$ cat src/hw/tracker_pkg.sv
package tracker_pkg;

    // external SRAM geometry
    localparam int addr_w = 18;
    localparam int data_w = 16;

    // one bit per pixel, so a word covers this many pixels of a line
    localparam int px_per_word = data_w;

    typedef logic [addr_w-1:0] addr_t;

    // bit n is the pixel at x offset n within its group
    typedef logic [data_w-1:0] word_t;

    typedef enum logic [1:0] {
        idle,
        access,
        finish
    } sram_state_t;

    typedef enum logic [2:0] {
        wait_grant,
        read_req,
        read_wait,
        write_req,
        write_wait,
        erase_req,
        erase_wait,
        done
    } dot_state_t;

endpackage

$ cat src/hw/dot_writer.sv
`timescale 1ns/10ps

module dot_writer #(
    parameter int h_active = 640,
    parameter int v_active = 480
) (
    input  logic                vga_clk,
    input  logic                rst,
    input  logic                grant,
    input  logic                ready,
    input  tracker_pkg::word_t  rdata,
    input  logic [9:0]          cam_x,
    input  logic [9:0]          cam_y,
    input  logic                cam_valid,
    input  logic                erase,
    output tracker_pkg::addr_t  addr,
    output logic                read,
    output logic                write,
    output tracker_pkg::word_t  wdata
);

    localparam int words_per_line = h_active / tracker_pkg::px_per_word;
    localparam int frame_words    = words_per_line * v_active;

    tracker_pkg::dot_state_t state;
    logic [3:0]              bit_sel;
    logic                    in_frame;
    logic                    start;
    logic                    last_word;

    assign in_frame  = (cam_x < 10'(h_active)) && (cam_y < 10'(v_active));
    // wait_grant is only entered with grant low, so this is its rising edge
    assign start     = (state == tracker_pkg::wait_grant) && grant;
    assign last_word = (addr == tracker_pkg::addr_t'(frame_words - 1));

    assign read  = ready && (state == tracker_pkg::read_req);
    assign write = ready && (state == tracker_pkg::write_req
                             || state == tracker_pkg::erase_req);

    always_ff @(posedge vga_clk) begin
        if (rst) begin
            state <= tracker_pkg::wait_grant;
        end else begin
            case (state)
                tracker_pkg::wait_grant:
                    if (grant) begin
                        if (erase)
                            state <= tracker_pkg::erase_req;
                        else if (cam_valid && in_frame)
                            state <= tracker_pkg::read_req;
                        else
                            state <= tracker_pkg::done;
                    end
                tracker_pkg::read_req:
                    if (ready) state <= tracker_pkg::read_wait;
                tracker_pkg::read_wait:
                    if (ready) state <= tracker_pkg::write_req;
                tracker_pkg::write_req:
                    if (ready) state <= tracker_pkg::write_wait;
                tracker_pkg::write_wait:
                    if (ready) state <= tracker_pkg::done;
                tracker_pkg::erase_req:
                    if (ready) state <= tracker_pkg::erase_wait;
                tracker_pkg::erase_wait:
                    if (ready) state <= last_word ? tracker_pkg::done : tracker_pkg::erase_req;
                tracker_pkg::done:
                    if (!grant) state <= tracker_pkg::wait_grant;
                default:
                    state <= tracker_pkg::wait_grant;
            endcase
        end
    end

    always_ff @(posedge vga_clk) begin
        if (start) begin
            bit_sel <= cam_x[3:0];
            wdata   <= '0;
            if (erase)
                addr <= '0;
            else
                addr <= tracker_pkg::addr_t'(int'(cam_y) * words_per_line
                                             + int'(cam_x[9:4]));
        end
        // merge the dot into the word just read
        if (state == tracker_pkg::read_wait && ready)
            wdata <= rdata | (tracker_pkg::word_t'(1) << bit_sel);
        if (state == tracker_pkg::erase_wait && ready)
            addr <= addr + 1'b1;
    end

endmodule

$ cat src/hw/scan_reader.sv
`timescale 1ns/10ps

module scan_reader #(
    parameter int h_active = 640,
    parameter int h_total  = 800,
    parameter int v_active = 480
) (
    input  logic                vga_clk,
    input  logic                rst,
    input  logic [10:0]         hcount,
    input  logic [9:0]          vcount,
    input  logic                ready,
    input  tracker_pkg::word_t  rdata,
    output tracker_pkg::addr_t  addr,
    output logic                read,
    output logic                pixel
);

    localparam int words_per_line = h_active / tracker_pkg::px_per_word;
    // line start fetch is issued this many clocks before the line begins
    localparam int lead = 8;

    logic               visible;
    logic               group_fetch;
    logic               line_fetch;
    logic               need;
    logic               inflight;
    tracker_pkg::word_t fetched;
    tracker_pkg::word_t shifter;

    assign visible = (hcount < 11'(h_active)) && (vcount < 10'(v_active));

    // next group's word, asked for early in the current group
    assign group_fetch = visible && hcount[3:0] == 4'd1
                         && hcount < 11'(h_active - tracker_pkg::px_per_word);

    // first word of the coming line; in vertical blanking this is line 0 and
    // stays pending until the SRAM comes back to us
    assign line_fetch = hcount == 11'(h_total - lead)
                        && vcount != 10'(v_active - 1);

    assign read = need && ready;

    always_ff @(posedge vga_clk) begin
        if (rst) begin
            need     <= 1'b0;
            inflight <= 1'b0;
            fetched  <= '0;
        end else begin
            if (group_fetch) begin
                need <= 1'b1;
                addr <= tracker_pkg::addr_t'(int'(vcount) * words_per_line
                                             + int'(hcount[10:4]) + 1);
            end else if (line_fetch) begin
                need <= 1'b1;
                if (vcount < 10'(v_active - 1))
                    addr <= tracker_pkg::addr_t'((int'(vcount) + 1) * words_per_line);
                else
                    addr <= '0;
            end else if (read) begin
                need <= 1'b0;
            end
            // ready rises again with the word on rdata
            if (inflight && ready)
                fetched <= rdata;
            inflight <= read || (inflight && !ready);
        end
    end

    always_ff @(posedge vga_clk) begin
        if (rst) begin
            pixel <= 1'b0;
        end else if (visible) begin
            if (hcount[3:0] == 4'd0) begin
                pixel   <= fetched[0];
                shifter <= fetched >> 1;
            end else begin
                pixel   <= shifter[0];
                shifter <= shifter >> 1;
            end
        end else begin
            pixel <= 1'b0;
        end
    end

endmodule

$ cat src/hw/sram_arbiter.sv
`timescale 1ns/10ps

module sram_arbiter #(
    parameter int v_active = 480,
    parameter int v_total  = 525
) (
    input  logic                vga_clk,
    input  logic                rst,
    input  logic [9:0]          vcount,
    input  tracker_pkg::addr_t  sr_addr,
    input  logic                sr_read,
    input  tracker_pkg::addr_t  dw_addr,
    input  logic                dw_read,
    input  logic                dw_write,
    input  tracker_pkg::word_t  dw_wdata,
    input  logic                mem_ready,
    output logic                sr_ready,
    output logic                dw_ready,
    output logic                grant_dw,
    output tracker_pkg::addr_t  mem_addr,
    output logic                mem_read,
    output logic                mem_write,
    output tracker_pkg::word_t  mem_wdata
);

    logic want_dw;
    logic own_dw;
    logic mem_idle;
    logic settled;

    // dot writer gets vertical blanking except the last line, which the
    // scan reader needs to fetch the first word of line 0
    assign want_dw  = (vcount >= 10'(v_active)) && (vcount < 10'(v_total - 1));
    assign mem_idle = mem_ready && !mem_read && !mem_write;
    // nobody gets ready while a handover is pending
    assign settled  = (want_dw == own_dw);
    assign sr_ready = mem_idle && settled && !own_dw;
    assign dw_ready = mem_idle && settled && own_dw;
    assign grant_dw = own_dw;

    always_ff @(posedge vga_clk) begin
        if (rst) begin
            own_dw    <= 1'b0;
            mem_read  <= 1'b0;
            mem_write <= 1'b0;
        end else begin
            mem_read  <= own_dw ? (dw_read && dw_ready) : (sr_read && sr_ready);
            mem_write <= dw_write && dw_ready;
            if (mem_idle && !settled)
                own_dw <= want_dw;
        end
    end

    always_ff @(posedge vga_clk) begin
        mem_addr  <= own_dw ? dw_addr : sr_addr;
        mem_wdata <= dw_wdata;
    end

endmodule

$ cat src/hw/sram_ctrl.sv
`timescale 1ns/10ps

module sram_ctrl (
    input  logic                vga_clk,
    input  logic                rst,
    input  tracker_pkg::addr_t  addr,
    input  logic                read,
    input  logic                write,
    input  tracker_pkg::word_t  wdata,
    input  tracker_pkg::word_t  data_in,
    output logic                ready,
    output tracker_pkg::word_t  rdata,
    output tracker_pkg::addr_t  sram_addr,
    output tracker_pkg::word_t  data_out,
    output logic                data_oe,
    output logic                cs_n,
    output logic                oe_n,
    output logic                we_n
);

    tracker_pkg::sram_state_t state;
    logic                     accept;

    assign accept = (state == tracker_pkg::idle) && (read || write);

    always_ff @(posedge vga_clk) begin
        if (rst) begin
            state   <= tracker_pkg::idle;
            ready   <= 1'b1;
            cs_n    <= 1'b1;
            oe_n    <= 1'b1;
            we_n    <= 1'b1;
            data_oe <= 1'b0;
        end else begin
            case (state)
                tracker_pkg::idle:
                    if (accept) begin
                        cs_n    <= 1'b0;
                        oe_n    <= !read;
                        we_n    <= !write;
                        data_oe <= write;
                        ready   <= 1'b0;
                        state   <= tracker_pkg::access;
                    end
                tracker_pkg::access: begin
                    // strobes end here, data bus held one clock longer
                    cs_n  <= 1'b1;
                    oe_n  <= 1'b1;
                    we_n  <= 1'b1;
                    ready <= 1'b1;
                    state <= tracker_pkg::finish;
                end
                tracker_pkg::finish: begin
                    data_oe <= 1'b0;
                    state   <= tracker_pkg::idle;
                end
                default:
                    state <= tracker_pkg::idle;
            endcase
        end
    end

    always_ff @(posedge vga_clk) begin
        if (accept) begin
            sram_addr <= addr;
            data_out  <= wdata;
        end
        // valid on rdata during finish, when ready is back up
        if (state == tracker_pkg::access && !oe_n)
            rdata <= data_in;
    end

endmodule

$ cat src/hw/tracker_top.sv
`timescale 1ns/10ps

module tracker_top #(
    parameter int h_active = 640,
    parameter int h_total  = 800,
    parameter int v_active = 480,
    parameter int v_total  = 525
) (
    input  logic                vga_clk,
    input  logic                rst,
    input  logic [9:0]          cam_x,
    input  logic [9:0]          cam_y,
    input  logic                cam_valid,
    input  logic                erase,
    input  tracker_pkg::word_t  data_in,
    output logic                hsync,
    output logic                vsync,
    output logic                blank,
    output logic                pixel,
    output tracker_pkg::addr_t  sram_addr,
    output tracker_pkg::word_t  data_out,
    output logic                data_oe,
    output logic                cs_n,
    output logic                oe_n,
    output logic                we_n
);

    logic [10:0]        hcount;
    logic [9:0]         vcount;

    // requester side
    tracker_pkg::addr_t sr_addr;
    logic               sr_read;
    logic               sr_ready;
    tracker_pkg::addr_t dw_addr;
    logic               dw_read;
    logic               dw_write;
    tracker_pkg::word_t dw_wdata;
    logic               dw_ready;
    logic               grant_dw;

    // arbiter to controller
    tracker_pkg::addr_t mem_addr;
    logic               mem_read;
    logic               mem_write;
    tracker_pkg::word_t mem_wdata;
    logic               mem_ready;
    tracker_pkg::word_t mem_rdata;

    video_timing #(
        .h_active(h_active),
        .h_total (h_total),
        .v_active(v_active),
        .v_total (v_total)
    ) u_timing (
        .vga_clk(vga_clk),
        .rst    (rst),
        .hcount (hcount),
        .vcount (vcount),
        .hsync  (hsync),
        .vsync  (vsync),
        .blank  (blank)
    );

    scan_reader #(
        .h_active(h_active),
        .h_total (h_total),
        .v_active(v_active)
    ) u_scan (
        .vga_clk(vga_clk),
        .rst    (rst),
        .hcount (hcount),
        .vcount (vcount),
        .ready  (sr_ready),
        .rdata  (mem_rdata),
        .addr   (sr_addr),
        .read   (sr_read),
        .pixel  (pixel)
    );

    dot_writer #(
        .h_active(h_active),
        .v_active(v_active)
    ) u_dots (
        .vga_clk  (vga_clk),
        .rst      (rst),
        .grant    (grant_dw),
        .ready    (dw_ready),
        .rdata    (mem_rdata),
        .cam_x    (cam_x),
        .cam_y    (cam_y),
        .cam_valid(cam_valid),
        .erase    (erase),
        .addr     (dw_addr),
        .read     (dw_read),
        .write    (dw_write),
        .wdata    (dw_wdata)
    );

    sram_arbiter #(
        .v_active(v_active),
        .v_total (v_total)
    ) u_arb (
        .vga_clk  (vga_clk),
        .rst      (rst),
        .vcount   (vcount),
        .sr_addr  (sr_addr),
        .sr_read  (sr_read),
        .dw_addr  (dw_addr),
        .dw_read  (dw_read),
        .dw_write (dw_write),
        .dw_wdata (dw_wdata),
        .mem_ready(mem_ready),
        .sr_ready (sr_ready),
        .dw_ready (dw_ready),
        .grant_dw (grant_dw),
        .mem_addr (mem_addr),
        .mem_read (mem_read),
        .mem_write(mem_write),
        .mem_wdata(mem_wdata)
    );

    sram_ctrl u_sram (
        .vga_clk  (vga_clk),
        .rst      (rst),
        .addr     (mem_addr),
        .read     (mem_read),
        .write    (mem_write),
        .wdata    (mem_wdata),
        .data_in  (data_in),
        .ready    (mem_ready),
        .rdata    (mem_rdata),
        .sram_addr(sram_addr),
        .data_out (data_out),
        .data_oe  (data_oe),
        .cs_n     (cs_n),
        .oe_n     (oe_n),
        .we_n     (we_n)
    );

endmodule

$ cat src/hw/video_timing.sv
`timescale 1ns/10ps

module video_timing #(
    parameter int h_active = 640,
    parameter int h_total  = 800,
    parameter int v_active = 480,
    parameter int v_total  = 525
) (
    input  logic        vga_clk,
    input  logic        rst,
    output logic [10:0] hcount,
    output logic [9:0]  vcount,
    output logic        hsync,
    output logic        vsync,
    output logic        blank
);

    // sync starts a quarter into each blanking interval and lasts half of it
    localparam int h_blank  = h_total - h_active;
    localparam int v_blank  = v_total - v_active;
    localparam int hs_start = h_active + h_blank / 4;
    localparam int hs_end   = hs_start + h_blank / 2;
    localparam int vs_start = v_active + v_blank / 4;
    localparam int vs_end   = vs_start + v_blank / 2;

    logic line_end;

    assign line_end = (hcount == 11'(h_total - 1));

    always_ff @(posedge vga_clk) begin
        if (rst) begin
            hcount <= '0;
            vcount <= '0;
        end else if (line_end) begin
            hcount <= '0;
            if (vcount == 10'(v_total - 1))
                vcount <= '0;
            else
                vcount <= vcount + 10'd1;
        end else begin
            hcount <= hcount + 11'd1;
        end
    end

    // registered, so these lag the counters by one clock
    always_ff @(posedge vga_clk) begin
        if (rst) begin
            hsync <= 1'b1;
            vsync <= 1'b1;
            blank <= 1'b0;
        end else begin
            hsync <= !(hcount >= 11'(hs_start) && hcount < 11'(hs_end));
            vsync <= !(vcount >= 10'(vs_start) && vcount < 10'(vs_end));
            blank <= (hcount >= 11'(h_active)) || (vcount >= 10'(v_active));
        end
    end

endmodule

$ cat config.mk
export PLATFORM = sky130hd
export DESIGN_NAME = tracker_top
export DESIGN_NICKNAME = d
export VERILOG_FILES = /design/src/hw/tracker_pkg.sv /design/src/hw/dot_writer.sv /design/src/hw/scan_reader.sv /design/src/hw/sram_arbiter.sv /design/src/hw/sram_ctrl.sv /design/src/hw/tracker_top.sv /design/src/hw/video_timing.sv
export SDC_FILE = /design/constraint.sdc
export NUM_CORES = 1
export LEC_CHECK = 0
export BUFFER_PORTS_ARGS = -buffer_cell sky130_fd_sc_hd__buf_2
export CORE_MARGIN = 2
export CORE_UTILIZATION = 45
export DETAILED_ROUTE_END_ITERATION = 8
export GPL_TIMING_DRIVEN = 0
export SLEW_MARGIN = 20
export SYNTH_ARGS = -nofsm -noshare
export SYNTH_HDL_FRONTEND = slang
export SYNTH_HIERARCHICAL = 1
export SYNTH_SLANG_ARGS = --single-unit
$ cat constraint.sdc
create_clock -name vga_clk -period 7.55 [get_ports vga_clk]
set_input_delay 0.755 -clock vga_clk [delete_from_list [all_inputs] [get_ports vga_clk]]
set_output_delay 0.755 -clock vga_clk [all_outputs]
set_load 0.02 [all_outputs]
==> Word-level counts from Yosys, hierarchy flattened <==
Cells that the tools add are included.
{ "word_totals": {"ff_bits": 211, "elab_cells": 174, "output_inout_bits": 42, "input_bits": 40} }
{ "classes": {"add_sub_neg": 7, "mul": 3, "muxes": 38, "order_cmp": 13, "shifts": 1, "n_eq_ne": 25, "reduce_logical": 56, "bitwise_logic": 3} }
{ "op_table": {"columns": ["operator", "count"], "rows": [
  ["$mux W18", 7],
  ["$lt A11 B10 Y1 const B", 3],
  ["$mul A32 B4 Y15 const B", 1],
  ["$mux W16", 2],
  ["$lt A10 B10 Y1 const B", 3],
  ["$lt A10 B9 Y1 const B", 3],
  ["$mux W3", 10],
  ["$logic_and A1 B1 Y1", 28],
  ["$mul A10 B3 Y13 const B", 2],
  ["$pmux W3 S8", 1],
  ["$eq A11 B10 Y1 const B", 2],
  ["$ge A11 B10 Y1 const B", 2],
  ["$ge A10 B9 Y1 const B", 2],
  ["$add A18 B1 Y18 const B", 1],
  ["$add A18 B2 Y18 const B", 1],
  ["$add A18 B7 Y18", 1],
  ["$add A18 B8 Y18", 1],
  ["$eq A18 B15 Y1 const B", 1],
  ["$ne A2 B1 Y1 const B", 8],
  ["$or A16 B16 Y16", 1],
  ["$shl A1 B4 Y16 const A", 1],
  ["$mux W15", 1],
  ["$eq A3 B3 Y1 const B", 4],
  ["$add A10 B1 Y11 const B", 1],
  ["27 further kinds", 59]
]} }

==> Logic depth before layout (Yosys ltp) <==
{ "logic_depth": {"word_depth": 9, "mapped_depth": 13, "mapped_depth_nobuf": 13} }

==> Modules after synthesis <==
The synthesis kept the hierarchy.
{ "modules_own_cells": {"columns": ["mod", "cells_per_inst", "seq_area_each_um2", "area_per_inst_um2", "n_inst"], "rows": [
  ["scan_reader", 345, 1341.3, 3435.8, 1],
  ["dot_writer", 284, 1201.2, 2835.2, 1],
  ["sram_ctrl", 77, 1621.6, 1740.4, 1],
  ["video_timing", 143, 480.5, 1214.9, 1],
  ["sram_arbiter", 74, 740.7, 1084.8, 1]
]} }

==> Worst setup path after synthesis <==
OpenSTA, ideal clock, no wires.
{ "synth_timing": {"path_kind": "flip-flop to flip-flop", "from": "register u_timing.vcount[3]", "to": "register u_scan.addr[14] (data pin)", "path_stages_with_launch": 11, "n_path_buf": 0, "path_slack_ps": 4289, "setup_time_ps": 261, "arrival_time_ps": 3000, "synth_period_minus_slack_ps": 3261, "t_required_ps": 7289, "path_cell_list": "dfxtp_1 > ha_1 > ha_1 > fa_1 > a211oi_1 > o21bai_1 > xnor2_1 > and4_1 > nor3b_1 > a211oi_2 > a311o_1"} }
{ "synth_via": {"elab_chain_cells": 5, "word_cells_on_any_way": 13, "classes_between": "add/sub (3); mul (2); order compare (2); mux (3); reduce/logical (3)"} }
{ "synth_rtl": {"columns": ["item", "line", "text"], "rows": [
  ["start: declaration", "video_timing.sv:12", "output logic [9:0] vcount,"],
  ["start signal: assignment", "video_timing.sv:39", "vcount <= vcount + 10'd1;"],
  ["parallel branches: the longest is 4 deep, another holds $add A18 B8 Y18", null, null],
  ["$mux W18 *", "scan_reader.sv:50", "if (group_fetch) begin"],
  ["end signal: assignment", "scan_reader.sv:52", "addr <= tracker_pkg::addr_t'(int'(vcount) * words_per_line"],
  ["end signal: assignment", "scan_reader.sv:57", "addr <= tracker_pkg::addr_t'((int'(vcount) + 1) * words_per_line);"],
  ["end: declaration", "scan_reader.sv:14", "output tracker_pkg::addr_t addr,"]
]} }
Every way passes the cells marked *. The select of a mux whose other input is x is not followed.
A chain may end at the register's enable or synchronous reset.

==> Worst setup path after layout <==
{ "layout_timing": {"from": "register u_timing.vcount[0]", "to": "register u_scan.addr[14] (data pin)"} }
The elaborated chain is that of the path after synthesis.

==> summary.md <==
| Metric | Value |
|---|---|
| Status | finished clean |
| Clk root buf | clkbuf_16 |
| Die Width | 155.4 microns |
| Row count | 55 |
| Vias in the first global route | 6,758 |
| Crit Path Class | reg -> reg |
| Syn_area_per_cell | 11.17 sq um |
| Nets | 1,143 |
| Core Area | 22,570 sq um |
| Post-Synthesis Cells | 923 |
| Routed vias/inst | 5.387 |
| DR iter-0 viols | 456 |
| Vias | 7,197 |
| Most common cell in the synthesized netlist | edfxtp_1 |
| Layout cells sized above 1 | 18.93% |
| Clock H-tree levels | 1 |
| Post-CTS setup buffer count | 0 |
| Largest net degree at the start of global routing | 19 |
| Routed WL | 21.70 mm |
| Antenna violations before repair | 0 |
| Skew final | 12.01 ps |
| Crit. End Element | register |
| Leak | 4.628 nW |
| Resized Gates After CTS | 0 |
| DP Worst Slack | 3672 ps |
| Overall Global Routing Usage | 17.91% |
| Total gr overflow | 0 |
| TritonCTS Buffers | 24 |
| Hold_ws | 339.8 ps |
| Synthesis-to-layout area growth | 16.27% |
| Clock transition at path regs | 60 ps |
| Worst vdd ir | 0.1347 mV |
| Hold buffer count at CTS | 0 |
| Synthesized area | 10,310 sq um |
| Post-synth EDFFs | 120 |
| Critical-path cell list | ha_1 > nand3_1 > nor2_1 > nand2_1 > xnor2_1 > ha_1 > ha_1 > o21ai_0 > a21boi_0 > nor2_1 > o21ai_0 > xor2_1 > a311o_1 |
| Clock latency on the worst-skew pair | 510 ps |
| Post-DP HPWL | 15.75 mm |
| Max-Cap Viols | 0 |
| Slew margin rel. | 43.87% |
| # fillers | 2,019 |
| Hold Violations, Final | 0 |
| CP Launch Type | register |
| Deepest clock path buffer count | 3 |
| Fmax achieved | 253.4 MHz |
| Seq/Total Area, Yosys | 52.23% |
| Top cell by count, worst path | ha_1 |
| First drt pass iteration count | 5 |
| Worst path slowest cell | dfxtp_1 |
| Wirelength per Cell | 16.24 microns |
| Power per cell area | 231.5 nW/um^2 |
| DRC | 0 |
| Post-synth top cells | edfxtp_1, dfxtp_1, nor2_1 |
| Slowest Stage Delay on Critical Path | 670 ps |
| IO buf count | 81 |
| Largest area contributor in the netlist | edfxtp_1 |
| Worst setup margin | 3603 ps |
| Synth unique cells | 86 |
| Clock sink count | 209 |
| Final Cycle Share | 52.27% |
| CTS tree | done |
| Setup tns final | 0 ps |
| Final worst path period need | 3947 ps |
| Hold Crit Class | reg -> reg |
| Asr flop ratio synth | 0% |
| Finished Core Util | 53.12% |
| Antenna cells | 0 |
| Worst Path Max Fanout | 13 |
| Global-route wire length before repair | 34.93 mm |
| Die height | 155.4 microns |
| GPL Wtd Cong | 0.8264 |
| RSZ-0062 raised after global routing | false |
| Worst-Margin Slew | 839.9 ps |
| Ranking of synthesized cells by area | edfxtp_1, dfxtp_1, ha_1 |
| Register bit total from synthesis | 209 |
| Synth Warn # | 6 |
| Yosys top cell area share | 34.95% |
| CP required | 7800 ps |
| Max Slew Vio Count | 0 |
| Die ar. | 24,140 sq um |
| CP arrival | 4200 ps |
| Final ANT Viol Nets | 0 |
| Total power | 2.775 mW |
| Main flop type after synthesis | edfxtp_1 |
| Ports | 82 |
| # setup viols final | 0 |
| Initial Util | 45.68% |
[area by class of cell]
type | instances | area [sq um] | share of cell area (%)
inverters | 27 | 102.6 | 0.8558
multi-input cells | 663 | 4726 | 39.42
repair buffers | 83 | 444.2 | 3.705
well taps | 285 | 356.6 | 2.974
flip-flops and latches | 209 | 5385 | 44.92
plain buffers | 25 | 117.6 | 0.9810
clock inverters | 12 | 175.2 | 1.461
clock buffers | 32 | 681.9 | 5.688
[kinds of logic (layout without fill, tap and decap cells)]
kind of cell	after synthesis	count (layout)	share of synthesized area [%]
AND/OR/NAND/NOR	304	304	15.80
flip-flops	209	209	52.23
AO/OA/AOI/OAI	181	181	11.21
XOR/XNOR	72	72	6.116
adder cells (fa/ha/maj)	70	70	8.785
buffers and inverters	52	179	2.135
multiplexers	34	34	3.689
other	1	2	0.03637
[path summary, 6_finish.rpt]
check	from	slack, ps	depth (start not counted)	endpoint
max	u_timing/vcount[0]	3600	13	u_scan/addr[14]
min	u_dots/wdata[9]	340	0	u_arb/mem_wdata[9]
max reg2reg	u_timing/vcount[0]	3600	13	u_scan/addr[14]
min reg2reg	u_dots/wdata[9]	340	0	u_arb/mem_wdata[9]
[power breakdown]
part	internal, mW	leakage [nW]	total, mW	switching (mW)
clock network	0.775	0.419	1.23	0.453
logic	0.112	2.37	0.266	0.154
registers	1.26	1.84	1.28	0.0242
[critical path, delay by kind of cell, from the launching register on]
| family | cells | cell delay [ps] |
|---|---|---|
| flip-flops | 1 | 670 |
| AO/OA/AOI/OAI | 4 | 1110 |
| adder cells (fa/ha/maj) | 3 | 900 |
| AND/OR/NAND/NOR | 4 | 630 |
| XOR/XNOR | 2 | 400 |
[state kept, by name (all words and copies together) (netlist names), 2 cells and up, named ones only]
signal,flops
u_dots/addr,18
u_scan/addr,17
u_scan/fetched,16
u_dots/state,3
u_dots/wdata,16
u_sram/sram_addr,18
u_scan/shifter,15
u_sram/data_out,16
u_timing/vcount,10
u_sram/state,2
u_dots/bit_sel,4
u_timing/hcount,11
u_arb/mem_wdata,16
u_sram/rdata,16
u_arb/mem_addr,18
[per-layer routing]
layer	share of wire [%]	global-route usage, %
met5	0	0
met4	2.2	4.675
met3	3.9	2.479
met2	45	28.30
met1	49	26.03
[cell usage in the layout, fill, tap and decap left out, types with 28 or more instances in the layout]
master / count
mux2_2: 32
nor2_1: 75
edfxtp_1: 120
a21oi_1: 58
nand2_1: 70
buf_2: 87
ha_1: 66
xor2_1: 34
o21ai_0: 29
nand3_1: 28
dfxtp_1: 89
xnor2_1: 38
[metrics by stage]
step	std cells	area [sq um]
after floorplan	924	10310
after global placement	1290	11080
after detailed placement	1292	11130
after CTS	1336	11990
after global routing	1336	11990
final	1336	11990
(Power assumes the default switching activity.)
